--- config.mk ---
export PLATFORM = sky130hd
export DESIGN_NAME = sdram_req_buffer
export DESIGN_NICKNAME = d
export VERILOG_FILES = /design/src/design/sdram_settings.svh /design/src/design/sdram_pkg.sv /design/src/design/sdram_req_buffer.sv
export SDC_FILE = /design/constraint.sdc
export NUM_CORES = 1
export LEC_CHECK = 0
export BUFFER_PORTS_ARGS = -buffer_cell sky130_fd_sc_hd__buf_2
export CAP_MARGIN = 0
export CORE_MARGIN = 3
export CORE_UTILIZATION = 32
export CTS_CLUSTER_SIZE = 40
export DETAILED_ROUTE_END_ITERATION = 16
export SETUP_SLACK_MARGIN = 0.05
export SLEW_MARGIN = 10
export SYNTH_ARGS = -nofsm -noshare
export SYNTH_HDL_FRONTEND = slang
export SYNTH_SLANG_ARGS = --single-unit
--- constraint.sdc ---
create_clock -name clkSDRAM -period 4.8 [get_ports clkSDRAM]
set_input_delay 0.48 -clock clkSDRAM [delete_from_list [all_inputs] [get_ports clkSDRAM]]
set_output_delay 0.48 -clock clkSDRAM [all_outputs]
set_load 0.03 [all_outputs]
--- src/design/sdram_settings.svh ---
`ifndef SDRAM_SETTINGS_SVH
`define SDRAM_SETTINGS_SVH

// CAS latency
`define SDRAM_CAS 2
// Read burst length as log2, 3 gives bursts of eight
`define SDRAM_BURST 3

// Power-up wait and refresh period
`define SDRAM_TINIT 13300
`define SDRAM_TREFC 1039

// Timing counts in clkSDRAM cycles
`define SDRAM_TRC 8
`define SDRAM_TRAS 6
`define SDRAM_TRP 2
`define SDRAM_TMRD 2
`define SDRAM_TRCD 2
// Write recovery before precharge
`define SDRAM_TDPL 2

`endif

--- src/design/sdram_pkg.sv ---
package sdram_pkg;

	typedef enum int unsigned {
		NOP,
		BST,
		READ,
		WRITE,
		ACT,
		PRE,
		PALL,
		REF,
		MRS
	} sdram_cmd_t;

	// User request, address is {ba, row, col}
	typedef struct packed {
		logic we;
		logic [1:0] ba;
		logic [12:0] row;
		logic [8:0] col;
		logic [15:0] data;
	} mem_req_t;

	// One returned read word
	typedef struct packed {
		logic [23:0] addr;
		logic [15:0] data;
	} rd_resp_t;

	typedef struct packed {
		logic cke;
		logic cs_n;
		logic ras_n;
		logic cas_n;
		logic we_n;
		logic [1:0] ba;
		logic [12:0] addr;
		logic [1:0] dqm;
	} dram_pins_t;

	typedef struct packed {
		logic active;
		logic match;
		logic pre_ok;
		logic act_ok;
		logic rw_ok;
	} bank_status_t;

endpackage

--- src/design/sdram_req_buffer.sv ---
`timescale 1ns/100ps

module sdram_req_buffer (
	input logic clkSDRAM,
	input logic n_reset,
	input logic req,
	input sdram_pkg::mem_req_t req_in,
	input logic issued,
	output logic rdy,
	output sdram_pkg::mem_req_t head,
	output logic pending
);

	import sdram_pkg::*;

	mem_req_t in_q;
	logic in_valid;
	logic advance;

	// Issue stage is free or being emptied this cycle
	assign advance = ~pending | issued;
	assign rdy = ~in_valid;

	always_ff @(posedge clkSDRAM, negedge n_reset) begin
		if (!n_reset) begin
			in_valid <= 1'b0;
			pending <= 1'b0;
			head <= '0;
		end else begin
			if (rdy)
				in_valid <= req;
			else if (advance)
				in_valid <= 1'b0;
			if (advance) begin
				pending <= in_valid;
				if (in_valid)
					head <= in_q;
			end
		end
	end

	always_ff @(posedge clkSDRAM)
		if (rdy)
			in_q <= req_in;

endmodule

==> flow_summary.json <==
{
  "cp.required_ns": 4.32,
  "fp-row-count": 34,
  "cts_resized": 0,
  "gr-usage-all-layers_pct": 10.1,
  "maxCapViolCount": 0,
  "cts_tree": "done",
  "ys_seq_elements": 84,
  "worst_pin_slew_ns": 0.992,
  "skew_ns": 0.00787,
  "synth_top_area_share_pct": 41.0,
  "whs_ns": 0.277,
  "p_sw_share_pct": 34.1,
  "firstDrtPassIters": 4,
  "ir_worst_vdd_mv": 0.186,
  "diodes": 0,
  "yosysSeqAreaShare_pct": 76.8,
  "area_growth_pct": 24.6,
  "insertion_delay_ns": 0.34,
  "ys_warn_count": 0,
  "fillers": 833,
  "start_util_pct": 33.6,
  "fin_crit_ns": 2.29,
  "cts_sinks": 84,
  "path_buf_inv": 2,
  "die_w_um": 103,
  "finalHoldViolations": 0,
  "wire_per_inst_um": 15.4,
  "intPower_uw": 1530,
  "clkPwrFrac_pct": 22.3,
  "overflow": 0,
  "grt_max_degree": 46,
  "place.gp.congestion": 0.685,
  "drive_gt1_share_pct": 62.4,
  "ant_nets": 0,
  "antenna_found_initial": 0,
  "fmax_mhz": 437,
  "crit_path_start_kind": "flip-flop",
  "totalWireLength_um": 5260,
  "dp_hpwl_um": 3400,
  "postSynthCellCount": 135,
  "p_per_area_mw_per_mm2": 621,
  "combPwrFrac_pct": 32.7,
  "drt_iter0_drc": 43,
  "end_kind": "output pin",
  "cts.reportedPaths.clkPinSlew_ns": 0.08,
  "fp.dieArea_mm2": 0.0106,
  "synth-compound-area-share_pct": 0.167,
  "synth_area_mm2": 0.00301,
  "synth.area.mux_share_pct": 20.4,
  "drcViolationCount": 0,
  "ios": 88,
  "rsz0062_at_grt": "no",
  "synth.area.top_cells": "edfxtp_1 41%, dfrtp_1 36%, mux2_4 20%",
  "synth_area_per_cell_um2": 22.3,
  "dr_total_vias": 1479,
  "ctsHoldBuffers": 0,
  "period_share_pct": 47.7,
  "crit_path_cell_trace": "inv_2 > buf_2",
  "io_buffers": 87,
  "synth-xor-area-share_pct": 0,
  "cp.arrival_ns": 1.81,
  "core_area_mm2": 0.00893,
  "synth_top_family_by_area": "multiplexers",
  "crit_path_max_fanout": 45,
  "grt_pass1_vias": 1431,
  "final-setup-viol-count": 0,
  "critical_path.slowest_cell": "inv_2",
  "cts_buffers": 9,
  "path_class": "reg2out",
  "finalSetupTns_ns": 0,
  "netlist.top_cell.by_area": "edfxtp_1",
  "critical-path-max-stage-delay_ns": 0.70,
  "synth-adder-area-share_pct": 0,
  "synth_nets": 180,
  "grt_pass1_wl_um": 7960,
  "p_leak_uw": 0.00175,
  "p_sw_uw": 792,
  "fin_nets": 274,
  "yosys.area_share.simple_pct": 1.08,
  "cts_buffer_depth": 2,
  "yosys.cell_types.count": 10,
  "clockRootBuffer": "clkbuf_8",
  "status": "finished, final reports clean",
  "seqPwrFrac_pct": 45.0,
  "max-slew-margin-rel_pct": 33.8,
  "htreeDepth": 3,
  "post_cts_buffers": 0,
  "via_per_inst": 4.32,
  "slew_viol_final": 0,
  "die_y_um": 103,
  "critical-path-top-delay-family": "buffers and inverters",
  "hold_path.class": "in2async"
}
## through the flow
stage / instance area [um2] / util (%) / setup slack (ns) / total power, uW / cells
CTS: 3740 / 41.9 / 2.45 / 2360 / 342
floorplan: 3010 / - / 2.90 / 1610 / 135
detailed placement: 3530 / 39.5 / 2.84 / 1830 / 326
global placement: 3530 / 39.5 / 2.87 / 1820 / 326
global route: 3740 / 41.9 / 2.38 / 2440 / 342
finish: 3740 / 41.9 / 2.51 / 2320 / 342
## sequential cells by signal, indices dropped and copies added (netlist names)
name      cells
in_q         41
head         41
pending       1
in_valid      1
## power by group through the flow
stage               Combinational [uW]  Sequential, uW  Clock, uW
CTS                                771            1050        538
finish                             760            1050        518
detailed placement                 771            1060          0
global route                       805            1070        566
global placement                   763            1060          0
floorplan                          277            1330          0
## worst register-to-register path, cell delays in order, from the launching register on
cell      delay, ns
dfrtp_1        0.39
nand2b_4       0.08
nand2_4        0.58
mux2_2         0.43
## metal layers
| metal | up-vias | routed length (um) | global-route usage, % |
|---|---|---|---|
| met5 | - | 0 | 0 |
| met4 | 0 | 102 | 4.78 |
| met3 | 10 | 380 | 3.65 |
| met2 | 59 | 2370 | 14.6 |
| met1 | 729 | 2410 | 13.7 |
| li1 | 681 | - | - |
## final cells by class
class | count | area (um2) | area share (%)
Sequential cell | 84 | 2310 | 61.6
Multi-Input combinational cell | 46 | 649 | 17.3
Timing Repair Buffer | 87 | 435 | 11.6
Clock buffer | 13 | 191 | 5.11
Tap cell | 108 | 135 | 3.61
Clock inverter | 3 | 22.5 | 0.601
Inverter | 1 | 3.75 | 0.100
## Yosys cell counts
cell type  instances
nand2b_4           1
nand2_1            2
mux2_4            40
inv_1              1
mux2_2             1
edfxtp_1          41
buf_6              4
o21ai_0            1
dfrtp_1           43
nand2_4            1
## logic make-up (layout without fill, tap and decap cells)
group,count (synthesis),in the layout
AND/OR/NAND/NOR,4,4
buffers and inverters,5,104
multiplexers,41,41
AO/OA/AOI/OAI,1,1
flip-flops,84,84
## path summary, 6_finish.rpt
path	start	to	slack [ns]	cells past startpoint
max	in_valid$_DFF_PN0_	rdy	2.51	2
min	n_reset	head[15]$_DFFE_PN0P_	0.28	1
max reg2reg	pending$_DFFE_PN0P_	head[32]$_DFFE_PN0P_	3.21	3
min reg2reg	in_q[17]$_DFFE_PN_	head[17]$_DFFE_PN0P_	0.47	1
max in group asynchronous	n_reset	head[32]$_DFFE_PN0P_	3.89	1
min in group clkSDRAM	req_in[4]	in_q[4]$_DFFE_PN_	0.31	1
## layout by cell type (no fill, tap or decap)
cell	Yosys	final
mux2_2	1	1
dfrtp_1	43	43
clkinv_2	0	1
inv_6	0	1
clkbuf_16	0	2
inv_2	0	1
nand2b_4	1	1
clkinv_4	0	1
o21ai_0	1	1
buf_2	0	87
mux2_4	40	40
nand2_1	2	2
clkbuf_1	0	1
nand2_4	1	1
clkbuf_8	0	10
edfxtp_1	41	41
(Power assumes the default switching activity.)
