<file path="config.mk">
export PLATFORM = sky130hd
export DESIGN_NAME = sdram_read_return
export DESIGN_NICKNAME = d
export VERILOG_FILES = /design/src/design/sdram_pkg.sv /design/src/design/sdram_read_return.sv
export VERILOG_INCLUDE_DIRS = /design/src /design/src/design
export SDC_FILE = /design/constraint.sdc
export NUM_CORES = 1
export LEC_CHECK = 0
export ABC_AREA = 1
export BUFFER_PORTS_ARGS = -buffer_cell sky130_fd_sc_hd__buf_2
export CORE_MARGIN = 4
export CORE_UTILIZATION = 25
export DETAILED_ROUTE_END_ITERATION = 16
export PLACE_DENSITY = 0.49
export SYNTH_ARGS = -nofsm -noshare
export SYNTH_HDL_FRONTEND = slang
export SYNTH_SLANG_ARGS = --single-unit
</file>
<file path="constraint.sdc">
create_clock -name clkSDRAM -period 1.98 [get_ports clkSDRAM]
set_input_delay 0.099 -clock clkSDRAM [delete_from_list [all_inputs] [get_ports clkSDRAM]]
set_output_delay 0.099 -clock clkSDRAM [all_outputs]
set_load 0.01 [all_outputs]
</file>
<file path="src/design/sdram_settings.svh">
`ifndef SDRAM_SETTINGS_SVH
`define SDRAM_SETTINGS_SVH

// CAS latency
`define SDRAM_CAS 2
// Read burst length as log2, 3 gives bursts of eight
`define SDRAM_BURST 3

// Power-up wait and refresh period
`define SDRAM_TINIT 13300
`define SDRAM_TREFC 1039

// Timing counts in clkSDRAM cycles
`define SDRAM_TRC 8
`define SDRAM_TRAS 6
`define SDRAM_TRP 2
`define SDRAM_TMRD 2
`define SDRAM_TRCD 2
// Write recovery before precharge
`define SDRAM_TDPL 2

`endif

</file>
<file path="src/design/sdram_pkg.sv">
package sdram_pkg;

	typedef enum int unsigned {
		NOP,
		BST,
		READ,
		WRITE,
		ACT,
		PRE,
		PALL,
		REF,
		MRS
	} sdram_cmd_t;

	// User request, address is {ba, row, col}
	typedef struct packed {
		logic we;
		logic [1:0] ba;
		logic [12:0] row;
		logic [8:0] col;
		logic [15:0] data;
	} mem_req_t;

	// One returned read word
	typedef struct packed {
		logic [23:0] addr;
		logic [15:0] data;
	} rd_resp_t;

	typedef struct packed {
		logic cke;
		logic cs_n;
		logic ras_n;
		logic cas_n;
		logic we_n;
		logic [1:0] ba;
		logic [12:0] addr;
		logic [1:0] dqm;
	} dram_pins_t;

	typedef struct packed {
		logic active;
		logic match;
		logic pre_ok;
		logic act_ok;
		logic rw_ok;
	} bank_status_t;

endpackage

</file>
<file path="src/design/sdram_read_return.sv">
`timescale 1ns/100ps
`include "sdram_settings.svh"

module sdram_read_return (
	input logic clkSDRAM,
	input logic n_reset,
	input logic rd_issue,
	input logic [23:0] rd_addr,
	input logic [15:0] dq,
	output sdram_pkg::rd_resp_t resp,
	output logic rdy_out
);

	import sdram_pkg::*;

	// Together with the capture register this gives CAS+2 stages
	localparam int DEPTH = `SDRAM_CAS + 1;
	localparam int BW = `SDRAM_BURST;

	logic rd_line [DEPTH];
	logic [23:0] addr_line [DEPTH];
	logic [BW-1:0] words_left;
	logic first;

	assign first = rd_line[DEPTH-1];

	always_ff @(posedge clkSDRAM, negedge n_reset) begin
		if (!n_reset) begin
			for (int i = 0; i < DEPTH; i++)
				rd_line[i] <= 1'b0;
		end else begin
			rd_line[0] <= rd_issue;
			for (int i = 1; i < DEPTH; i++)
				rd_line[i] <= rd_line[i-1];
		end
	end

	always_ff @(posedge clkSDRAM) begin
		addr_line[0] <= rd_addr;
		for (int i = 1; i < DEPTH; i++)
			addr_line[i] <= addr_line[i-1];
	end

	// Burst of eight words from the first capture on
	always_ff @(posedge clkSDRAM, negedge n_reset) begin
		if (!n_reset) begin
			rdy_out <= 1'b0;
			words_left <= '0;
		end else if (first) begin
			rdy_out <= 1'b1;
			words_left <= '1;
		end else if (words_left != '0) begin
			rdy_out <= 1'b1;
			words_left <= words_left - 1'b1;
		end else begin
			rdy_out <= 1'b0;
		end
	end

	// Low address bits wrap inside the aligned burst
	always_ff @(posedge clkSDRAM) begin
		resp.data <= dq;
		if (first)
			resp.addr <= addr_line[DEPTH-1];
		else
			resp.addr[BW-1:0] <= resp.addr[BW-1:0] + 1'b1;
	end

endmodule

</file>
==> flow_summary.ini <==
[run_status]
outcome = complete, no violations

[synth]
synth_nets = 198
yosysWarnings = 0
synth_most_common_cell = dfxtp_1
synth_ff_type = dfxtp_1
synth.distinct_cells = 12
syn_avg_cell_area_um2 = 18.4
synth_area_um2 = 2790
synth_cells = 152
synthArstFlopShare_pct = 5.88
synth_area_leader_cell = dfxtp_1
yosysSeqAreaShare_pct = 94.1
synth_fa_ha_area_share_pct = 1.34
synth_seq_cells = 119
synth_common_cells = 91 x dfxtp_1, 21 x edfxtp_1, 15 x nand2_1
synth-simple-area-share_pct = 3.54
synth_edf_count = 21
synth.mux.area_fraction_pct = 0
synth_compound_area_share_pct = 0.179
synth_top_cell_area_share_pct = 65.3
synthXorXnorAreaFrac_pct = 0
netlist_top_cells_area = dfxtp_1 65%, edfxtp_1 23%, dfrtp_1 6.3%
synth_top_family_by_area = simple AND/OR/NAND/NOR gates

[route]
vias = 1544
detail-route-antenna-nets = 0
wl_um = 4570
drt_drc_violations_left = 0
first_pass_iters = 4
routed_via_density = 3.42
wl_met2_um = 2250
wl_met3_um = 386
top_layer = met4
wl_per_cell_um = 10.1
drtIter0Drc = 30
met1_length_um = 1890

[setup_path]
crit_type = reg -> out
crit_start = resp[20]
ff2ff_path_depth = 5
required_ns = 1.88
critPathArrivalTime_ns = 1.05
crit_cells = 1
reg2reg_setup_slack_ns = 0.91
worstPathMaxFanout = 1
cp_top_family = flip-flops
cpMaxStageDelayCell = edfxtp_1
cp-end-kind = output port
cp-endpoint = resp[20]
worst_setup_path_start_kind = flip-flop
r2r_start = words_left[0]
r2r-end = words_left[0]
critPathBufInv = 1
max_stage_delay_ns = 0.40
path_cells = buf_2

[cts]
path_clk_slew_ns = 0.05
clock_path_buffers = 2
cts.sinks = 119
htreeDepth = 4
ctsResizeCount = 0
cts_setup_buffers = 0
cts-root-buf = clkbuf_8
clk_latency_ns = 0.49
cts_tree = yes
cts_made_buffers = 17

[power_and_ir_drop]
power_leakage_nw = 1.94
power.density_nw_per_um2 = 1310
peakVddDrop_uv = 564
finalPower_mw = 5.77

[sta]
period_minus_slack_ns = 1.14
worst_slew_pin_slew_ns = 0.345
grt_setup_unrepaired = no
timing.fmax_mhz = 874
final_max_slew_viol_count = 0
skew_ns = 0.00577
slew-limit-headroom_pct = 76.9
fin_setup_tns_ns = 0
fin_crit_sh_pct = 57.8
setup_viol = 0
finalHoldViolCount = 0

[min_path]
hold_path.class = in -> reg
hp-start = dq[3]
holdPathStages = 2

[placement]
place_congestion = 0.583
hpwlAfterDp_um = 2840
portBuffers = 83

[global_routing]
first_global_vias = 1649
overflow = 0
grt_usage_pct = 7.66
grt_pass1_wl_um = 7530
antenna_found_initial = 0
grt_max_degree = 28

[floorplanning]
core_um2 = 10900
die-area_um2 = 12900
start_util_pct = 25.6
ios = 84
die_h_um = 114
rows = 38
die_w_um = 114

[layout]
synthToLayoutAreaGrowth_pct = 57.6
drive_gt1_share_pct = 36.7
diodes = 0
layout.nets = 344
final-seq-area_um2 = 2630
multiInputGateArea_um2 = 141
fillCellCount = 1005

[run]
maxCapViolCount = 0
==> state kept, by name, summed over array words and instances (netlist names) <==
register	flops
addr_line	72
first	1
rd_line	2
rdy_out	1
resp	40
words_left	3
==> logic make-up after synthesis <==
logic type | Yosys count
compound gates | 1
fa+ha+maj | 3
buf+inv | 6
flops | 119
simple gates | 23
==> area by class of cell <==
cell class	count	area share [%]
flip-flops and latches	119	59.7
clock buffers	20	9.67
clock inverters	12	3.47
repair buffers	127	19.4
multi-input cells	27	3.21
inverters	6	0.512
well taps	140	3.98
==> metal layers <==
layer / up-vias / global-route usage [%]
met5: - / 0
met4: 0 / 3.85
met3: 5 / 4.30
met2: 65 / 12.2
met1: 686 / 8.14
li1: 788 / -
==> worst min-delay path by stage <==
stage,endpoint,slack [ns]
2_1_floorplan,first,-0.20
3_3_place_gp,rdy_out,-0.06
3_5_place_dp,words_left[2],-0.05
4_1_cts,addr_line[0][15],0.21
5_1_grt,resp[0],0.21
6_report,resp[3],0.24
==> where the power goes <==
group          switching, mW  internal [mW]  total (mW)
Sequential            0.0324           2.59        2.63
Clock                   1.02           1.91        2.93
Combinational         0.0857          0.122       0.207
Total                   1.14           4.63        5.77
==> placed cells by master, fill, tap and decap left out, drive strengths merged <==
cell         count
buf             84
bufinv           3
clkbuf          20
clkinv           5
clkinvlp         3
dfrtp            7
dfxtp           91
dlygate4sd3     43
edfxtp          21
ha               3
inv              7
nand2           15
nand3            4
nand4            1
nor2             3
o21ai            1
==> through the flow <==
| stage | setup WS, ns | util, % | cell area, µm² | hold WS [ns] | cells |
|---|---|---|---|---|---|
| after floorplan | 0.755 | - | 2790 | -0.197 | 152 |
| after global placement | 0.969 | 31.1 | 3390 | -0.0573 | 376 |
| after detailed placement | 0.909 | 31.1 | 3390 | -0.0511 | 376 |
| after CTS | 0.805 | 40.4 | 4400 | 0.210 | 451 |
| after global routing | 0.784 | 40.4 | 4400 | 0.214 | 451 |
| final | 0.836 | 40.4 | 4400 | 0.241 | 451 |
==> what timing repair did <==
| action | CTS | global route |
|---|---|---|
| hold buffers | 43 | 0 |
| setup endpoints to repair | 0 | 0 |
| hold endpoints to repair | 48 | 0 |
(Power assumes the default switching activity.)
