### config.mk
export PLATFORM = sky130hd
export DESIGN_NAME = sdram_bank
export DESIGN_NICKNAME = d
export VERILOG_FILES = /design/src/design/sdram_pkg.sv /design/src/design/sdram_bank.sv
export VERILOG_INCLUDE_DIRS = /design/src /design/src/design
export SDC_FILE = /design/constraint.sdc
export NUM_CORES = 1
export LEC_CHECK = 0
export ABC_CLOCK_PERIOD_IN_PS = 1800
export BUFFER_PORTS_ARGS = -buffer_cell sky130_fd_sc_hd__buf_2
export CORE_UTILIZATION = 35
export CTS_CLUSTER_DIAMETER = 120
export DETAILED_ROUTE_END_ITERATION = 8
export GPL_TIMING_DRIVEN = 0
export PLACE_DENSITY = 0.59
export SYNTH_ARGS = -nofsm -noshare
export SYNTH_HDL_FRONTEND = slang
export SYNTH_SLANG_ARGS = --single-unit
### constraint.sdc
create_clock -name clkSDRAM -period 1.8 [get_ports clkSDRAM]
set_clock_uncertainty 0.05 [all_clocks]
set_input_delay 0.45 -clock clkSDRAM [delete_from_list [all_inputs] [get_ports clkSDRAM]]
set_output_delay 0.45 -clock clkSDRAM [all_outputs]
set_load 0.02 [all_outputs]
### src/design/sdram_settings.svh
`ifndef SDRAM_SETTINGS_SVH
`define SDRAM_SETTINGS_SVH

// CAS latency
`define SDRAM_CAS 2
// Read burst length as log2, 3 gives bursts of eight
`define SDRAM_BURST 3

// Power-up wait and refresh period
`define SDRAM_TINIT 13300
`define SDRAM_TREFC 1039

// Timing counts in clkSDRAM cycles
`define SDRAM_TRC 8
`define SDRAM_TRAS 6
`define SDRAM_TRP 2
`define SDRAM_TMRD 2
`define SDRAM_TRCD 2
// Write recovery before precharge
`define SDRAM_TDPL 2

`endif

### src/design/sdram_pkg.sv
package sdram_pkg;

	typedef enum int unsigned {
		NOP,
		BST,
		READ,
		WRITE,
		ACT,
		PRE,
		PALL,
		REF,
		MRS
	} sdram_cmd_t;

	// User request, address is {ba, row, col}
	typedef struct packed {
		logic we;
		logic [1:0] ba;
		logic [12:0] row;
		logic [8:0] col;
		logic [15:0] data;
	} mem_req_t;

	// One returned read word
	typedef struct packed {
		logic [23:0] addr;
		logic [15:0] data;
	} rd_resp_t;

	typedef struct packed {
		logic cke;
		logic cs_n;
		logic ras_n;
		logic cas_n;
		logic we_n;
		logic [1:0] ba;
		logic [12:0] addr;
		logic [1:0] dqm;
	} dram_pins_t;

	typedef struct packed {
		logic active;
		logic match;
		logic pre_ok;
		logic act_ok;
		logic rw_ok;
	} bank_status_t;

endpackage

### src/design/sdram_bank.sv
`timescale 1ns/100ps
`include "sdram_settings.svh"

module sdram_bank (
	input logic clkSDRAM,
	input logic n_reset,
	input logic sel,
	input sdram_pkg::sdram_cmd_t cmd,
	input logic [12:0] row,
	output sdram_pkg::bank_status_t status
);

	import sdram_pkg::*;

	logic active;
	logic [12:0] open_row;
	logic [3:0] t_rc, t_ras, t_rp, t_rcd, t_dpl;

	function automatic logic [3:0] count_down(input logic [3:0] value);
		return (value == 4'd0) ? 4'd0 : value - 4'd1;
	endfunction

	always_ff @(posedge clkSDRAM, negedge n_reset) begin
		if (!n_reset) begin
			active <= 1'b0;
			t_rc <= '0;
			t_ras <= '0;
			t_rp <= '0;
			t_rcd <= '0;
			t_dpl <= '0;
		end else begin
			t_rc <= count_down(t_rc);
			t_ras <= count_down(t_ras);
			t_rp <= count_down(t_rp);
			t_rcd <= count_down(t_rcd);
			t_dpl <= count_down(t_dpl);
			if (sel) begin
				case (cmd)
				ACT: begin
					active <= 1'b1;
					t_rc <= 4'(`SDRAM_TRC - 1);
					t_ras <= 4'(`SDRAM_TRAS - 1);
					t_rcd <= 4'(`SDRAM_TRCD - 1);
				end
				PRE, PALL: begin
					active <= 1'b0;
					t_rp <= 4'(`SDRAM_TRP - 1);
				end
				WRITE: t_dpl <= 4'(`SDRAM_TDPL - 1);
				default: ;
				endcase
			end
		end
	end

	always_ff @(posedge clkSDRAM)
		if (sel && cmd == ACT)
			open_row <= row;

	assign status.active = active;
	assign status.match = open_row == row;
	assign status.act_ok = t_rc == 4'd0 && t_rp == 4'd0;
	assign status.pre_ok = t_ras == 4'd0 && t_dpl == 4'd0;
	assign status.rw_ok = t_rcd == 4'd0;

endmodule

==> summary.md, run 1 <==
| Metric | Value |
|---|---|
| Status | finished with violations |
| Failing checks | negative setup slack |
| Placed cell count | about 230 |
| Residual DRC count | 0 |
| Most frequent cells in the layout | buf_2, dfrtp_1, nor2_1 |
| Die width | 69.5 um |
| Mapped Avg Cell Area | around 12 um2 |
| DR pass1 iterations | 4 |
| Post-Syn Instances | 130 |
| Syn_nets | about 180 |
| CTS H-tree depth | 2 |
| Shortest period the worst path allows | 2100 ps |
| Worst Path Arrival | ~1600 ps |
| Post-synthesis register bit count | 34 |
| Worst reg2reg startpoint | t_rcd[0] |
| Clock transition at path regs | about 70 ps |
| Max Buffers Root-to-Sink | 2 |
| Data required time of the worst path | roughly 1300 ps |
| Synthesized area | roughly 1600 um2 |
| Max IR drop VDD | between 0.2 and 0.3 mV |
| Mux contribution to synthesized area | 0% |
| Largest net degree at the start of global routing | 22 |
| Largest family of logic cells by synthesized area | simple AND/OR/NAND/NOR gates |
| Post-Synth XOR/XNOR Area | under 10% |
| Compound-Gate Fraction of Synth Area | under 10% |
| Worst Hold Class | input port to async pin |
| DR WL/cell | roughly 13 um |
| Placed Area | 1960 um2 |
| I/O pins | 53 |
| Avg Vias per Cell | around 5.3 |
| Antenna Nets Post-Route | 0 |
| First-pass GRT wire length | between 5000 and 6000 um |
| Final core utilization | around half |
| Vias in the first global route | approximately 1400 |
| Warnings, synthesis | 0 |
| Crit path max fanout | 1 |
| Core box area | roughly 4400 um2 |
| Gpl congestion | roughly 0.67 |
| Yosys cell types | 28 |
| Worst-Margin Slew | ~470 ps |
| Pwr per Cell Area | about 670 nW/um2 |
| Die Footprint | around 4800 um2 |
| Critical R2R Capture | t_rcd[2] |
| Worst slack, placed | -438 ps |
| Final max-slew violation count | 0 |
| Adder-Cell Fraction of Synth Area | 0% |
| Max frequency | between 0.4 and 0.5 GHz |
| Initial Util | ~37% |
| Final setup viols | 2 |
| Global route overflow | 0 |
| Initial antenna violation count | 0 |
| Most common cell after layout, fill and taps aside | buf_2 |
| Maxcap violations | 0 |
| Iteration-0 DRC count of the detailed router | 38 |
| Final Cell Area | roughly 2200 um2 |
| R2R setup slack | about 370 ps |
| Area delta synth->final | 36.1% |
| Worst setup margin | -297 ps |
| Clk sinks | 34 |
| TritonCTS clock tree | built |
| Later-pin clock latency in the skew report | between 200 and 300 ps |
| Power Total | ~1.4 mW |
| Row cnt | 24 |
| TNS Setup | -335 ps |
| Cts hold-fix bufs | 0 |
| Pleak | a little under 1 nW |
| Hpwl dp | ~2400 um |
| Crit. End Element | primary output |
| Setup crit start kind | flop |
| Slew margin rel. | 68.5% |
| Total global routing track utilization | about 15% |
| Share of layout cells above drive strength 1 | between 40% and 50% |
| Sequential fraction of the synthesis area | between 50% and 60% |
| Root Buffer Master | clkbuf_8 |
| Total Wirelength | 3380 um |
| Die H | approximately 69 um |
| Antenna Cells | 0 |
| Critical path class | flop to primary output |
| Tcrit/Tclk final | 117% |
| Vias | 1319 |
| Final Hold Vio Count | 0 |
| IO Port Bufs | 52 |
| Nets | about 250 |
| R2r worst-path depth | 2 |
| Synth Area in Simple Gates | 24.2% |
| TritonCTS Buffers | 5 |
| Non-Filler Instances | 251 |
| RSZ-0062 raised after global routing | true |
| Hold Slack | slightly below 70 ps |
logic make-up after synthesis:
logic type      after synthesis
flops                        34
compound gates               24
buf+inv                       2
simple gates                 56
xor+xnor                     14
sequential cells by signal (all words and copies together), names as in the netlist:
name	flops
open_row	13
t_dpl	4
t_ras	4
t_rc	4
t_rcd	4
t_rp	4
active	1
area by class of cell:
class / count / area, um2
Buffer: 2 / 18.8
Clock buffer: 8 / 80.1
Fill cell: 398 / 2180
Multi-Input combinational cell: 94 / 748
Sequential cell: 34 / 916
Tap cell: 52 / 65.1
Timing Repair Buffer: 61 / 342
routing by layer:
layer  vias to the layer above  global-route usage [%]  routed length, um
li1                        630                       -                  -
met1                       636                    16.1               1340
met2                        48                    27.4               1770
met3                         5                    5.09                233
met4                         0                    4.99                 28
met5                         -                       0                  0
worst max-delay path by stage:
stage / start / end / depth (start not counted)
CTS: open_row[4] / status[3] / 5
global route: open_row[2] / status[3] / 5
finish: open_row[4] / status[3] / 5
detailed placement: row[2] / status[3] / 6
global placement: row[2] / status[3] / 6
floorplan: row[2] / status[3] / 4
cell usage after synthesis:
cell | n | share of area (%)
dfrtp_1 | 21 | 33
buf_4 | 1 | 0.47
nor4b_2 | 2 | 1.9
nand2_1 | 3 | 0.71
and3_1 | 2 | 0.78
or4b_2 | 2 | 1.3
a211o_1 | 1 | 0.55
nor2_1 | 14 | 3.3
a21o_1 | 1 | 0.47
xnor2_1 | 8 | 4.4
or2_2 | 1 | 0.39
nor4_1 | 7 | 2.7
nand3b_1 | 2 | 0.94
o21bai_1 | 5 | 2.4
nor4_4 | 2 | 2.7
nor3_1 | 9 | 2.8
nand4_1 | 4 | 1.6
o21ai_0 | 6 | 1.9
xor2_1 | 6 | 3.3
nor4_2 | 3 | 2.4
nand4_2 | 1 | 0.78
a21oi_1 | 7 | 2.2
a211o_2 | 1 | 0.63
or3b_1 | 1 | 0.55
o31ai_1 | 3 | 1.4
buf_6 | 1 | 0.71
edfxtp_1 | 13 | 24
nor3b_1 | 3 | 1.4
worst max-delay path, cell delays in order (launching register included):
cell and delay [ps]:
edfxtp_1 380, xor2_1 160, nor4_2 280, nand4_1 170, nor4_4 150, buf_4 170
power breakdown:
group          switching (mW)  internal, mW  total (mW)
Sequential       0.0000000307         0.805       0.805
Clock                   0.251         0.274       0.525
Combinational          0.0574        0.0556       0.113
repair_timing:
item,CTS,global route
pin swaps,8,3
gates resized for setup,11,3
cloned,1,0
setup buffers,6,2
endpoints found under the setup margin,17,17
(Power assumes the default switching activity.)
==> run 2, diff against run 1 <==
--- a/config.mk
+++ b/config.mk
@@ -9,6 +9,7 @@
 export ABC_CLOCK_PERIOD_IN_PS = 1800
 export BUFFER_PORTS_ARGS = -buffer_cell sky130_fd_sc_hd__buf_2
 export CORE_UTILIZATION = 35
+export CTS_BUF_LIST = sky130_fd_sc_hd__clkbuf_4
 export CTS_CLUSTER_DIAMETER = 120
 export DETAILED_ROUTE_END_ITERATION = 8
 export GPL_TIMING_DRIVEN = 0
==> run 2 against run 1 <==
  * The flow still finishes with violations (negative setup slack)
  * Clock-buffer cell count is the same
  * Wire length grew 5.9%
  * Non-clock buffer count grew 7
  * Critical path type unchanged
  * Critical endpoint unchanged
  * Highest routed layer unchanged
==> summary.md, run 2 (synthesized netlist as in run 1, its figures left out) <==
| Metric | Value |
|---|---|
| Antenna Nets Post-Route | 0 (unchanged) |
| Critical path's slowest cell | edfxtp_1 (unchanged) |
| Buf/Inv on CP | 1 (unchanged) |
| Avg Vias per Cell | 5.24 (was 5.25) |
| Die Footprint | 4830 um2 (unchanged) |
| Nets | 253 (was 246) |
| Slew margin rel. | 68.9% (was 68.5%) |
| Iteration-0 DRC count of the detailed router | 52 (was 38) |
| Worst-Margin Slew | 466 ps (was 472 ps) |
| Placed Area | 1960 um2 (unchanged) |
| Clock share of power | 32.1% (was 36.4%) |
| Final max-slew violation count | 0 (unchanged) |
| Total Wirelength | 3580 um (was 3380 um) |
| Residual DRC count | 0 (unchanged) |
| Crit path cell chain | xor2_1 -> nor4_2 -> nand4_1 -> nor4_4 -> buf_4 (unchanged) |
| Switching pwr | 300 uW (was 308 uW) |
| Largest net degree at the start of global routing | 23 (was 22) |
| DR pass1 iterations | 4 (unchanged) |
| Sw Ratio | 22.0% (was 21.4%) |
| Max frequency | 0.463 GHz (was 0.477 GHz) |
| Core box area | 4350 um2 (unchanged) |
| Largest register FFs | 13 (unchanged) |
| Worst stage delay on the critical path | 390 ps (was 380 ps) |
| Power Total | 1.36 mW (was 1.44 mW) |
| Vias | 1352 (was 1319) |
| Final Cell Area | 2240 um2 (was 2170 um2) |
| Worst Hold Class | input port to async pin (unchanged) |
| Row cnt | 24 (unchanged) |
| Max IR drop VDD | 0.315 mV (was 0.277 mV) |
| RSZ-0062 raised after global routing | true (unchanged) |
| Shortest period the worst path allows | 2160 ps (was 2100 ps) |
| Most common cell after layout, fill and taps aside | buf_2 (unchanged) |
| CTS H-tree depth | 2 (unchanged) |
| Pleak | 1.01 nW (was 0.974 nW) |
| Worst setup margin | -359 ps (was -297 ps) |
| Placed cell count | 234 (unchanged) |
| Worst slack, placed | -438 ps (unchanged) |
| Clock transition at path regs | 100 ps (was 70 ps) |
| Met3 wire length | 235 um (was 233 um) |
| Antenna Cells | 0 (unchanged) |
| Data required time of the worst path | 1300 ps (about the same) |
| Die H | 69.5 um (unchanged) |
| Clk sinks | 34 (unchanged) |
| Later-pin clock latency in the skew report | 330 ps (was 280 ps) |
| Root Buffer Master | clkbuf_4 (was clkbuf_8) |
| Int Power | 1.06 mW (was 1.13 mW) |
| TritonCTS Buffers | 5 (unchanged) |
| Hpwl dp | 2450 um (unchanged) |
| Final Hold Vio Count | 0 (unchanged) |
| Flop pwr share | 59.0% (was 55.8%) |
| Most flop-heavy register | open_row (unchanged) |
| Met2 wire length | 1890 um (was 1770 um) |
| Metal1 wirelength | 1410 um (was 1340 um) |
| Vias in the first global route | 1365 (was 1368) |
| Initial antenna violation count | 0 (unchanged) |
| Most frequent cells in the layout | buf_2, dfrtp_1, buf_4 (was buf_2, dfrtp_1, nor2_1) |
| Maxcap violations | 0 (unchanged) |
| Initial Util | 36.6% (unchanged) |
| First-pass GRT wire length | 5620 um (was 5810 um) |
| Setup crit start kind | flop (unchanged) |
| Critical path class | flop to primary output (unchanged) |
| Pwr per Cell Area | 608 nW/um2 (was 665 nW/um2) |
| DR WL/cell | 13.9 um (was 13.4 um) |
| I/O pins | 53 (unchanged) |
| Global route overflow | 0 (unchanged) |
| Die width | 69.5 um (unchanged) |
| Share of layout cells above drive strength 1 | 48.5% (was 43.7%) |
| Max Buffers Root-to-Sink | 2 (unchanged) |
| Final core utilization | 51.4% (was 49.8%) |
| IO Port Bufs | 52 (unchanged) |
| Area delta synth->final | 40.4% (was 36.1%) |
| Failing checks | negative setup slack (unchanged) |
| Non-Filler Instances | 258 (was 251) |
| Combinational share of power | 8.9% (was 7.8%) |
| Crit. End Element | primary output (unchanged) |
| Hold Slack | 5.31 ps (was 68.3 ps) |
| Critical path's top delay family | simple AND/OR/NAND/NOR gates (unchanged) |
| Total global routing track utilization | 14.4% (was 15.0%) |
| Status | finished with violations (unchanged) |
| Worst Path Arrival | 1660 ps (was 1600 ps) |
| Crit path max fanout | 1 (unchanged) |
| Gpl congestion | 0.668 (unchanged) |
| TritonCTS clock tree | built (unchanged) |
| Final setup viols | 2 (unchanged) |
| Uppermost layer routed | met4 (unchanged) |
| TNS Setup | -465 ps (was -335 ps) |
| Tcrit/Tclk final | 120% (was 117%) |
[run 2: cell count changes in the layout (fill, tap and decap cells not counted), moves of 3 or more]
cell	delta
nor4_4	+3
clkbuf_4	+8
clkbuf_8	-5
clkbuf_1	-3
nor4_2	-3
buf_4	+5
[run 2: area by class of cell]
class	count	area [um2]
tap	52	65.1
multi-input combinational	94	777
sequential	34	918
timing repair buffer	68	395
buffer	2	22.5
fill	378	2120
clock buffer	8	60.1
[run 2: worst paths after layout]
check	startpoint	end	slack [ps]	depth (start not counted)
min in group clkSDRAM	row[12]	open_row[12]	260	1
hold reg to reg	active	active	430	1
max in group asynchronous	n_reset	t_rcd[0]	1350	1
hold / removal	n_reset	t_ras[2]	5	1
setup / recovery	open_row[4]	status[3]	-360	5
setup reg to reg	t_rcd[0]	t_rcd[2]	260	3
[run 2: timing repair]
item,CTS,global route
setup buffers,7,8
pin swaps,7,7
endpoints found under the setup margin,4,19
resized for setup,12,9
cloned,0,1
hold buffers,0,0
[run 2: layer usage]
layer  vias up  GRT usage, %
met5         -             0
met4         0          4.08
met3         6          4.94
met2        50          26.6
met1       648          15.5
li1        648             -
[run 2: power by group through the flow]
| stage | Sequential (mW) | Combinational [mW] | Clock, mW |
|---|---|---|---|
| 2_1_floorplan | 0.820 | 0.0269 | 0 |
| 3_3_place_gp | 0.820 | 0.103 | 0 |
| 3_5_place_dp | 0.820 | 0.110 | 0 |
| 4_1_cts | 0.804 | 0.111 | 0.461 |
| 5_1_grt | 0.804 | 0.132 | 0.489 |
| 6_report | 0.804 | 0.121 | 0.437 |
