==> config.mk <==
export PLATFORM = sky130hd
export DESIGN_NAME = sdram_ctrl
export DESIGN_NICKNAME = d
export VERILOG_FILES = /design/src/design/sdram_pkg.sv /design/src/design/sdram_ctrl.sv
export VERILOG_INCLUDE_DIRS = /design/src /design/src/design
export SDC_FILE = /design/constraint.sdc
export NUM_CORES = 1
export LEC_CHECK = 0
export BUFFER_PORTS_ARGS = -buffer_cell sky130_fd_sc_hd__buf_2
export CELL_PAD_IN_SITES_DETAIL_PLACEMENT = 1
export CELL_PAD_IN_SITES_GLOBAL_PLACEMENT = 1
export CORE_UTILIZATION = 25
export CTS_BUF_LIST = sky130_fd_sc_hd__clkbuf_2
export DETAILED_ROUTE_END_ITERATION = 12
export HOLD_SLACK_MARGIN = 0.06
export PLACE_DENSITY_LB_ADDON = 0.12
export SYNTH_ARGS = -nofsm -noshare
export SYNTH_HDL_FRONTEND = slang
export SYNTH_SLANG_ARGS = --single-unit
==> constraint.sdc <==
create_clock -name clkSDRAM -period 4.05 [get_ports clkSDRAM]
set_input_delay 1.215 -clock clkSDRAM [delete_from_list [all_inputs] [get_ports clkSDRAM]]
set_output_delay 1.215 -clock clkSDRAM [all_outputs]
set_load 0.05 [all_outputs]
==> src/design/sdram_settings.svh <==
`ifndef SDRAM_SETTINGS_SVH
`define SDRAM_SETTINGS_SVH

// CAS latency
`define SDRAM_CAS 2
// Read burst length as log2, 3 gives bursts of eight
`define SDRAM_BURST 3

// Power-up wait and refresh period
`define SDRAM_TINIT 13300
`define SDRAM_TREFC 1039

// Timing counts in clkSDRAM cycles
`define SDRAM_TRC 8
`define SDRAM_TRAS 6
`define SDRAM_TRP 2
`define SDRAM_TMRD 2
`define SDRAM_TRCD 2
// Write recovery before precharge
`define SDRAM_TDPL 2

`endif

==> src/design/sdram_pkg.sv <==
package sdram_pkg;

	typedef enum int unsigned {
		NOP,
		BST,
		READ,
		WRITE,
		ACT,
		PRE,
		PALL,
		REF,
		MRS
	} sdram_cmd_t;

	// User request, address is {ba, row, col}
	typedef struct packed {
		logic we;
		logic [1:0] ba;
		logic [12:0] row;
		logic [8:0] col;
		logic [15:0] data;
	} mem_req_t;

	// One returned read word
	typedef struct packed {
		logic [23:0] addr;
		logic [15:0] data;
	} rd_resp_t;

	typedef struct packed {
		logic cke;
		logic cs_n;
		logic ras_n;
		logic cas_n;
		logic we_n;
		logic [1:0] ba;
		logic [12:0] addr;
		logic [1:0] dqm;
	} dram_pins_t;

	typedef struct packed {
		logic active;
		logic match;
		logic pre_ok;
		logic act_ok;
		logic rw_ok;
	} bank_status_t;

endpackage

==> src/design/sdram_ctrl.sv <==
`timescale 1ns/100ps
`include "sdram_settings.svh"

module sdram_ctrl (
	input logic clkSDRAM,
	input logic n_reset,
	input sdram_pkg::mem_req_t head,
	input logic pending,
	input sdram_pkg::bank_status_t bank_st [4],
	output sdram_pkg::sdram_cmd_t cmd,
	output logic issued,
	output logic rd_issue,
	output sdram_pkg::dram_pins_t pins,
	output logic dq_oe,
	output logic [15:0] dq_out
);

	import sdram_pkg::*;

	localparam int BURST_LEN = 2 ** `SDRAM_BURST;
	// Bus turnaround after a read burst
	localparam logic [4:0] WR_HOLD = 5'(`SDRAM_CAS + BURST_LEN + 2 - 1);
	localparam logic [15:0] EXEC_LEN = 16'(`SDRAM_TREFC - `SDRAM_TRP - `SDRAM_TRC - 2);

	typedef enum logic [2:0] {
		Reset, Init, InitPall, Precharge, Refresh, Execute, Active
	} state_t;

	state_t state, state_next;
	logic [15:0] cnt, cnt_load;
	logic mode;
	logic [`SDRAM_BURST-1:0] burst;
	logic [4:0] wr_delay;
	bank_status_t head_st;
	sdram_cmd_t exec_cmd;
	dram_pins_t pins_next;

	always_ff @(posedge clkSDRAM, negedge n_reset) begin
		if (!n_reset) begin
			state <= Reset;
			cnt <= '0;
		end else if (cnt == 16'd0) begin
			state <= state_next;
			cnt <= cnt_load;
		end else begin
			cnt <= cnt - 16'd1;
		end
	end

	always_ff @(posedge clkSDRAM, negedge n_reset) begin
		if (!n_reset) begin
			mode <= 1'b0;
			burst <= '0;
			wr_delay <= '0;
		end else begin
			if (cmd == MRS)
				mode <= 1'b1;
			if (cmd == READ)
				burst <= '1;
			else if (burst != '0)
				burst <= burst - 1'b1;
			if (cmd == READ)
				wr_delay <= WR_HOLD;
			else if (wr_delay != 5'd0)
				wr_delay <= wr_delay - 5'd1;
		end
	end

	// Request command, margins keep the closing PALL legal
	always_comb begin
		head_st = bank_st[head.ba];
		exec_cmd = NOP;
		if (!head_st.active) begin
			if (head_st.act_ok && cnt >= 16'(`SDRAM_TRAS))
				exec_cmd = ACT;
		end else if (!head_st.match) begin
			if (head_st.pre_ok)
				exec_cmd = PRE;
		end else if (head_st.rw_ok) begin
			if (!head.we) begin
				if (cnt >= 16'(BURST_LEN))
					exec_cmd = READ;
			end else if (wr_delay == 5'd0 && cnt >= 16'(`SDRAM_TDPL)) begin
				exec_cmd = WRITE;
			end
		end
	end

	always_comb begin
		state_next = state;
		cnt_load = '0;
		cmd = NOP;
		case (state)
		Reset: begin
			state_next = Init;
			cnt_load = 16'(`SDRAM_TINIT - 1);
		end
		Init: begin
			state_next = InitPall;
			cnt_load = 16'(`SDRAM_TRP - 1);
			if (cnt == 16'd0)
				cmd = PALL;
		end
		InitPall, Precharge: begin
			state_next = (state == InitPall) ? Precharge : Refresh;
			cnt_load = 16'(`SDRAM_TRC - 1);
			if (cnt == 16'd0)
				cmd = REF;
		end
		Refresh: begin
			if (!mode) begin
				cnt_load = 16'(`SDRAM_TMRD - 1);
				if (cnt == 16'd0)
					cmd = MRS;
			end else begin
				state_next = Execute;
				cnt_load = EXEC_LEN;
			end
		end
		Execute: begin
			state_next = Active;
			if (pending && burst == '0)
				cmd = exec_cmd;
		end
		Active: begin
			state_next = Precharge;
			cnt_load = 16'(`SDRAM_TRP - 1);
			cmd = PALL;
		end
		default: state_next = Reset;
		endcase
	end

	assign issued = cmd == READ || cmd == WRITE;
	assign rd_issue = cmd == READ;

	always_comb begin
		pins_next.cke = 1'b1;
		pins_next.cs_n = 1'b0;
		{pins_next.ras_n, pins_next.cas_n, pins_next.we_n} = 3'b111;
		pins_next.ba = head.ba;
		pins_next.addr = {4'b0000, head.col};
		pins_next.dqm = 2'b00;
		case (cmd)
		BST: {pins_next.ras_n, pins_next.cas_n, pins_next.we_n} = 3'b110;
		READ: {pins_next.ras_n, pins_next.cas_n, pins_next.we_n} = 3'b101;
		WRITE: {pins_next.ras_n, pins_next.cas_n, pins_next.we_n} = 3'b100;
		ACT: begin
			{pins_next.ras_n, pins_next.cas_n, pins_next.we_n} = 3'b011;
			pins_next.addr = head.row;
		end
		PRE, PALL: begin
			{pins_next.ras_n, pins_next.cas_n, pins_next.we_n} = 3'b010;
			pins_next.addr[10] = cmd == PALL;
		end
		REF: {pins_next.ras_n, pins_next.cas_n, pins_next.we_n} = 3'b001;
		MRS: begin
			{pins_next.ras_n, pins_next.cas_n, pins_next.we_n} = 3'b000;
			// Single writes, CAS latency, sequential burst
			pins_next.ba = 2'b00;
			pins_next.addr = {3'b000, 1'b1, 2'b00, 3'(`SDRAM_CAS), 1'b0, 3'(`SDRAM_BURST)};
		end
		default: ;
		endcase
	end

	always_ff @(posedge clkSDRAM, negedge n_reset) begin
		if (!n_reset) begin
			pins <= '{cke: 1'b0, cs_n: 1'b1, ras_n: 1'b1, cas_n: 1'b1, we_n: 1'b1,
				ba: 2'b00, addr: 13'h0, dqm: 2'b00};
			dq_oe <= 1'b0;
		end else begin
			pins <= pins_next;
			dq_oe <= cmd == WRITE;
		end
	end

	always_ff @(posedge clkSDRAM)
		dq_out <= head.data;

endmodule

==> impl_metrics.ini, run 1 <==
[worst_setup_path]
critPathLaunchType = input pin
critical_path.cell_chain = buf_2, mux4_2, nand2b_1, a211o_4, nand3_2, buf_2
critPathMostFrequentCell = buf_2
critical_path.max_fanout = 5
worstPathRequired_ns = 2.83
end_kind = primary output
critPathMaxStageDelay_ns = 0.53
worstPathArrival_ns = 2.76
critical-path-slowest-cell = mux4_2
crit_family = multiplexers
worstSetupPathType = input pin to primary output
crit_buf_inv = 2

[die]
core_region_area_um2 = 12060
rows = 40
fp.dieW_um = 113.7
die_h_um = 113.7
dieArea_um2 = 12920
start_util_pct = 25.85
ioPinCount = 137

[grt]
grt_pass1_vias = 2439
grt_max_degree = 32
grt_pass1_wl_mm = 12.43
grt_use_total_pct = 12.70
grt_overflow = 0
antenna_found_initial = 1

[job]
maxCapViolCount = 0

[yosys]
avgSynthCellArea_um2 = 10.61
ys.warnings.count = 0
synth_cell_type_count = 50
synth_compound_area_share_pct = 7.263
ys_seq_elements = 65
synth_top_area_share_pct = 36.12
seq_area_frac_synth_pct = 49.76
synth-simple-area-share_pct = 18.98
synth_top_family_by_area = simple AND/OR/NAND/NOR gates
yosys-top-cells-area = dfrtp_1, dfxtp_1, buf_4, nand2_1, xnor2_1
synthXorXnorAreaFrac_pct = 4.494
synth_area_um2 = 3118
synth-async-reset-ratio_pct = 75.38
synth_edf_count = 0
synthCells = 294
yosys.area_share.adder_pct = 2.408
muxShareOfSynthArea_pct = 6.100
synth_area_leader_cell = dfrtp_1
synthFlopType = dfrtp_1

[timing]
max_freq_ghz = 0.2516
hold_viol_final = 0
maxSlewViolCount = 0
min_period_ns = 3.974
rsz0062_at_grt = no
setup_viol = 0
hold_ws_ns = 0.5265
worst_clock_skew_ns = 0.01772
slew_headroom_pct = 52.20
worstMarginPinSlew_ns = 0.7169
worst_slack_ns = 0.07615
finalCritPeriodShare_pct = 98.12

[cells_and_area]
final_layout_size_suffix_gt1_share_pct = 38.90
final_common_cell = buf_2
nNetsFinal = 484
num-fill-cells = 1431
final_cell_mix = buf_2, dfrtp_1, nand2_1, conb_1
fin_area_um2 = 3929
final_cell_count_no_fill = 588
area_growth_pct = 26.00

[place]
portBuffers = 106
dp_hpwl_mm = 5.751
post-place-ws_ns = -0.04335
place_area_um2 = 3764
gp_congestion = 0.6899
placed_cells = 567

[pwr]
vdd_drop_max_v = 0.0001607
pwr_density_cell_nw_per_um2 = 319.1
p_leak_uw = 0.002050

[cts]
hold_buffers = 0
cts_sinks = 65
cts_tree = built
root_buffer = clkbuf_2
clk_pin_slew_ns = 0.19
cts_max_level = 3
numCtsBuffers = 9
clockBufferDepth = 2
insertion_delay_ns = 0.52

[min_path]
worst_hold_path_type = register to register

[route]
drt_wl_total_mm = 7.556
viasPerCell = 4.054
postRouteAntennaNets = 0
drc = 0
vias = 2384
dr.pass1.iters = 4
drtIter0Drc = 60
wl_per_cell_um = 12.85

[status]
outcome = finished, final reports clean
sequential cells by signal, indices dropped and copies added, names as in the netlist:
signal and count:
burst 3, pins 20, cnt 16, wr_delay 5
dq_out 16, dq_oe 1, mode 1, state 3
layout make-up:
class | count | area [µm²] | area share [%]
tap | 168 | 210.2 | 5.350
clock buffer | 9 | 45.04 | 1.146
sequential | 65 | 1551 | 39.49
clock inverter | 7 | 68.82 | 1.752
timing repair buffer | 120 | 646.9 | 16.46
multi-input combinational | 209 | 1370 | 34.87
antenna | 1 | 2.502 | 0.06369
inverter | 9 | 33.78 | 0.8599
synthesized netlist by cell type (5+ instances only):
| library cell | instances |
|---|---|
| inv_1 | 9 |
| and2_1 | 5 |
| a21oi_1 | 6 |
| nor2_1 | 16 |
| buf_4 | 32 |
| nand3_1 | 10 |
| nor3_1 | 7 |
| dfrtp_1 | 45 |
| nand2_1 | 36 |
| mux4_2 | 5 |
| xnor2_1 | 13 |
| o21ai_0 | 17 |
| dfxtp_1 | 16 |
| nor2b_1 | 6 |
| ha_1 | 6 |
| or3_1 | 7 |
path summary, 6_finish.rpt:
kind	cells past startpoint	startpoint	endpoint	slack (ns)
setup reg to reg	8	cnt[4]$_DFF_PN0_	cnt[7]$_DFF_PN0_	1.41
max in group asynchronous	2	n_reset	pins[17]$_DFF_PN1_	2.52
min in group asynchronous	1	n_reset	cnt[15]$_DFF_PN0_	0.71
hold reg to reg	1	cnt[15]$_DFF_PN0_	cnt[15]$_DFF_PN0_	0.53
setup / recovery	6	head[38]	cmd[2]	0.08
hold / removal	1	cnt[15]$_DFF_PN0_	cnt[15]$_DFF_PN0_	0.53
metrics by stage:
step / total power (µW) / util [%] / TNS, ns
floorplan: 835.6 / - / -0.0002076
global placement: 871.3 / 31.20 / -0.03231
detailed placement: 872.8 / 31.20 / -0.05433
CTS: 1288 / 32.31 / 0
global route: 1326 / 32.57 / 0
finish: 1254 / 32.57 / 0
cell families (layout without fill, tap and decap cells):
family / Yosys count / after routing
compound gates: 35 / 35
xor+xnor: 16 / 16
fa+ha+maj: 6 / 6
buf+inv: 50 / 145
flops: 65 / 65
mux: 12 / 12
other cells: 2 / 33
simple gates: 108 / 108
report_power, final:
group | total, µW | internal [µW] | switching (µW)
logic | 194 | 44.3 | 149
clock network | 395 | 143 | 252
registers | 666 | 663 | 2.89
total | 1250 | 850 | 404
repair_timing:
item                                    4_1_cts  5_1_grt
resized for setup                             2        4
pin swaps                                     1        1
buffers inserted                              2        2
endpoints found under the setup margin        5        6
metal layers:
metal  up-vias  GRT usage, %  wire length, µm
li1       1165             -                -
met1      1137         15.36             3320
met2        73         19.96             3648
met3         9         3.932              457
met4         0         7.368              130
met5         -             0                0
(Power assumes the default switching activity.)
==> inputs of run 2 (changes only) <==
Settings changed: CTS_BUF_LIST sky130_fd_sc_hd__clkbuf_2 to unset.
==> run 2 against run 1 <==
- critical path depth unchanged
- die area unchanged
- utilization increased by 1.2 points
- hold slack got worse by 0.027 ns
- power increased by 29%
- fmax about the same
- flip-flop and latch count unchanged
- clock power increased by 92%
- setup slack improved by 0.0011 ns
- cell area increased by 3.8%
- sequential share of layout area decreased by 1.5 points
==> impl_metrics.ini, run 2 (synthesis results as in run 1) <==
[status]
outcome = finished, final reports clean

[worst_setup_path]
r2r-end = cnt[7]$_DFF_PN0_
worstSetupPathType = input pin to primary output
worstPathArrival_ns = 2.76
startpoint = head[38]
end_kind = primary output
reg2reg_depth = 7
critical_path.max_fanout = 5
crit_end = cmd[2]
r2r-start = cnt[12]$_DFF_PN0_
rrSetupSlack_ns = 1.30
worstPathRequired_ns = 2.83
critPathLaunchType = input pin

[timing]
worstMarginPinSlew_ns = 0.7108
min_period_ns = 3.973
finalCritPeriodShare_pct = 98.09
setup_viol = 0
hold_viol_final = 0
worst_clock_skew_ns = 0.005416
slew_headroom_pct = 52.61
worst_slack_ns = 0.07730
hold_ws_ns = 0.4994
max_freq_ghz = 0.2517
maxSlewViolCount = 0
rsz0062_at_grt = no

[pwr]
p_sw_uw = 443.1
pwr_density_cell_nw_per_um2 = 397.0
internal_power_uw = 1176
combPwrFrac_pct = 11.9
clkPwrFrac_pct = 47.0
vdd_drop_max_v = 0.0002044
power_frac_seq_pct = 41.1
power.total_uw = 1620
switching_share_pct = 27.36
p_leak_uw = 0.002109

[die]
ioPinCount = 137
die_h_um = 113.7
start_util_pct = 25.85
core_region_area_um2 = 12060
dieArea_um2 = 12920
rows = 40
fp.dieW_um = 113.7

[grt]
grt_max_degree = 32
grt_use_total_pct = 12.63
grt_pass1_vias = 2438
grt_pass1_wl_mm = 12.43
antenna_found_initial = 0
grt_overflow = 0

[cells_and_area]
final_common_cell = buf_2
regMostFlops = pins
nNetsFinal = 480
fin_area_um2 = 4079
final_layout_size_suffix_gt1_share_pct = 38.55
antenna_cells = 0
final_util_pct = 33.82
area_growth_pct = 30.82
largest_reg_flops = 20
final_cell_mix = buf_2, dfrtp_1, nand2_1, conb_1
biggestRegsByFlops = pins x20, cnt x16, dq_out x16

[cts]
cts_max_level = 3
cts_tree = built
clockBufferDepth = 2
hold_buffers = 0
cts_sinks = 65
clk_pin_slew_ns = 0.06
insertion_delay_ns = 0.33
root_buffer = clkbuf_16
numCtsBuffers = 9

[job]
maxCapViolCount = 0

[place]
gp_congestion = 0.6899
portBuffers = 106
post-place-ws_ns = -0.04335
dp_hpwl_mm = 5.751
place_area_um2 = 3764

[route]
drc = 0
viasPerCell = 4.091
wl_per_cell_um = 12.95
drt_wl_total_mm = 7.551
postRouteAntennaNets = 0
dr.pass1.iters = 4
drtIter0Drc = 58
vias = 2385

[min_path]
worst_hold_path_type = register to register
min_from = cnt[15]$_DFF_PN0_
==> run 2: cell count changes in the layout (fill, tap and decap cells not counted), sizes merged <==
cell    delta
clkbuf     +1
bufinv     -1
clkinv     -1
buf        -3
diode      -1
==> run 2: repair_timing <==
action | 4_1_cts | 5_1_grt
cloned | 0 | 0
pin swaps | 0 | 1
resized for setup | 2 | 3
buffers inserted | 0 | 0
setup endpoints to repair | 2 | 3
==> run 2: layer usage <==
metal / vias up / track usage [%] / wire [µm]
met2: 81 / 19.96 / 3590
met4: 0 / 7.105 / 159
met3: 14 / 3.773 / 475
met5: - / 0 / 0
met1: 1131 / 15.36 / 3326
li1: 1159 / - / -
==> run 2: area by class of cell <==
cell class / instances / area (µm²)
Tap cell: 168 / 210.2
Inverter: 9 / 33.78
Fill cell: 1412 / 7983
Multi-Input combinational cell: 209 / 1370
Clock buffer: 11 / 264.0
Clock inverter: 5 / 35.03
Sequential cell: 65 / 1551
Timing Repair Buffer: 116 / 614.3
==> run 2: metrics by stage <==
| stage | std cells | setup TNS [ns] |
|---|---|---|
| final | 583 | 0 |
| after global routing | 583 | 0 |
| after CTS | 583 | 0 |
| after detailed placement | 567 | -0.05433 |
| after global placement | 567 | -0.03231 |
| after floorplan | 324 | -0.0002076 |
==> run 2: worst min path at each step <==
stage,slack [ns],cells after the start,end
final,0.50,1,cnt[15]$_DFF_PN0_
after global routing,0.54,1,cnt[15]$_DFF_PN0_
after CTS,0.50,1,cnt[15]$_DFF_PN0_
after detailed placement,0.49,1,cnt[15]$_DFF_PN0_
after global placement,0.49,1,cnt[15]$_DFF_PN0_
after floorplan,0.45,2,mode$_DFFE_PN0P_
==> run 2: power groups by stage <==
| stage | Sequential, µW | Clock, µW | Combinational [µW] |
|---|---|---|---|
| floorplan | 733 | 0 | 102 |
| global placement | 677 | 0 | 194 |
| detailed placement | 678 | 0 | 195 |
| CTS | 666 | 795 | 195 |
| global route | 667 | 819 | 206 |
| finish | 666 | 760 | 193 |
==> run 2: critical path: stages <==
cell and delay [ns]:
buf_2 0.16, mux4_2 0.53, nand2b_1 0.19, a211o_4 0.33, nand3_2 0.07, buf_2 0.26
==> inputs of run 3 (changes only) <==
Settings changed: RECOVER_POWER set to 50.
==> run 3 against run 2 <==
- the flow now finishes with violations (max-capacitance violations, max-slew violations)
- fmax barely moved
- critical path depth did not move
- cell area fell by 0.74%
- power fell by 0.22%
- hold slack barely moved
- flip-flop and latch count did not move
- combinational power barely moved
- clock power barely moved
- count of clock-buffer cells in the layout did not move
- sequential power barely moved
- clock skew barely moved
- utilization fell by 0.25 points
==> impl_metrics.ini, run 3 (synthesis results as in run 1) <==
[cts]
cts_sinks = 65
clockBufferDepth = 2
root_buffer = clkbuf_16
insertion_delay_ns = 0.33
clk_pin_slew_ns = 0.06
cts_tree = built
numCtsBuffers = 9
cts_max_level = 3
hold_buffers = 0

[worst_setup_path]
r2r-start = cnt[4]$_DFF_PN0_
critPathMostFrequentCell = buf_2
crit_family = multiplexers
critPathMaxStageDelay_ns = 0.53
r2r-end = cnt[7]$_DFF_PN0_
worstPathRequired_ns = 2.83
critical_path.max_fanout = 5
critical-path-slowest-cell = mux4_2
worstSetupPathType = input pin to primary output
end_kind = primary output
critPathLaunchType = input pin
worstPathArrival_ns = 2.76
reg2reg_depth = 7
rrSetupSlack_ns = 1.31
critical_path.cell_chain = buf_2, mux4_2, nand2b_1, a211o_4, nand3_2, buf_2
crit_buf_inv = 2

[grt]
antenna_found_initial = 0
grt_pass1_wl_mm = 12.43
grt_overflow = 0
grt_pass1_vias = 2438
grt_max_degree = 32
grt_use_total_pct = 12.63

[place]
gp_congestion = 0.6899
portBuffers = 106
post-place-ws_ns = -0.04335
dp_hpwl_mm = 5.751
placed_cells = 567

[pwr]
switching_share_pct = 27.34
combPwrFrac_pct = 11.8
p_sw_uw = 441.8
power_frac_seq_pct = 41.2
internal_power_uw = 1174
vdd_drop_max_v = 0.0002039
clkPwrFrac_pct = 47.0
pwr_density_cell_nw_per_um2 = 399.1
p_leak_uw = 0.002055

[min_path]
worst_hold_path_type = register to register
holdPathStages = 1
holdPathEnd = cnt[15]$_DFF_PN0_
min_from = cnt[15]$_DFF_PN0_

[timing]
finalCritPeriodShare_pct = 98.09
worstMarginPinSlew_ns = 1.696
worst_clock_skew_ns = 0.005312
min_period_ns = 3.972
max_freq_ghz = 0.2517
maxSlewViolCount = 32
hold_viol_final = 0
setup_viol = 0
slew_headroom_pct = -13.10
rsz0062_at_grt = no
hold_ws_ns = 0.4996
worst_slack_ns = 0.07751

[route]
postRouteAntennaNets = 0
dr.pass1.iters = 4
drt_wl_total_mm = 7.548
drc = 0
drtIter0Drc = 54
vias = 2376
viasPerCell = 4.075
wl_per_cell_um = 12.95

[die]
start_util_pct = 25.85
core_region_area_um2 = 12060
die_h_um = 113.7
dieArea_um2 = 12920
fp.dieW_um = 113.7
ioPinCount = 137
rows = 40

[cells_and_area]
final_cell_mix = buf_2, dfrtp_1, nand2_1, conb_1
area_growth_pct = 29.86
regMostFlops = pins
nNetsFinal = 480
biggestRegsByFlops = pins x20, cnt x16, dq_out x16
antenna_cells = 0
largest_reg_flops = 20
final_cell_count_no_fill = 583
final_layout_size_suffix_gt1_share_pct = 35.18
final_common_cell = buf_2

[job]
maxCapViolCount = 1

[status]
outcome = finished, violations left
violations = max-capacitance violations, max-slew violations
==> run 3: cell types whose count changed in the layout (fill, tap and decap cells not counted), sizes merged <==
cell / change
buf: -13
clkbuf: +13
==> run 3: area by class of cell <==
cell class	instances	area, µm²
Fill cell	1410	8013
Sequential cell	65	1551
Multi-Input combinational cell	209	1359
Timing Repair Buffer	116	595.6
Clock buffer	11	264.0
Tap cell	168	210.2
Clock inverter	5	35.03
Inverter	9	33.78
==> run 3: how the worst max path moves through the flow <==
stage               cells after the start     start  slack [ns]       end
floorplan                               4  head[38]     -0.0002    cmd[0]
global placement                        5  head[38]       -0.03    cmd[0]
detailed placement                      5  head[38]       -0.04    cmd[0]
CTS                                     5  head[38]        0.02    cmd[0]
global route                            8  head[38]        0.01  rd_issue
finish                                  6  head[38]        0.08    cmd[2]
==> run 3: what timing repair did <==
item,CTS,global route
setup buffers,0,0
pin swaps,0,1
setup endpoints to repair,2,3
endpoints found under the hold margin,0,0
gates resized for setup,2,3
==> run 3: metrics by stage <==
| step | area, µm² | total power [µW] | setup TNS [ns] | util, % |
|---|---|---|---|---|
| 2_1_floorplan | 3253 | 835.6 | -0.0002076 | - |
| 3_3_place_gp | 3764 | 871.3 | -0.03231 | 31.20 |
| 3_5_place_dp | 3764 | 872.8 | -0.05433 | 31.20 |
| 4_1_cts | 4068 | 1656 | 0 | 33.72 |
| 5_1_grt | 4049 | 1689 | 0 | 33.57 |
| 6_report | 4049 | 1616 | 0 | 33.57 |
==> run 3: power groups by stage <==
stage	clock (µW)	combinational (µW)	sequential, µW
6_report	759	191	666
5_1_grt	819	203	667
4_1_cts	795	195	666
3_5_place_dp	0	195	678
3_3_place_gp	0	194	677
2_1_floorplan	0	102	733
==> run 3: worst reg2reg max path: stages, from the launching register on <==
cell      delay (ns)
dfrtp_1         0.41
or4_4           0.60
nor4_4          0.42
buf_4           0.24
and2_1          0.30
buf_4           0.26
nand3b_1        0.27
o21ai_0         0.16
==> run 3: layer usage <==
metal	track usage (%)	vias to the layer above	share of wire (%)
met4	7.105	0	2.1
met1	15.36	1123	44
met2	19.96	80	48
met5	0	-	0
li1	-	1160	-
met3	3.773	13	6.5
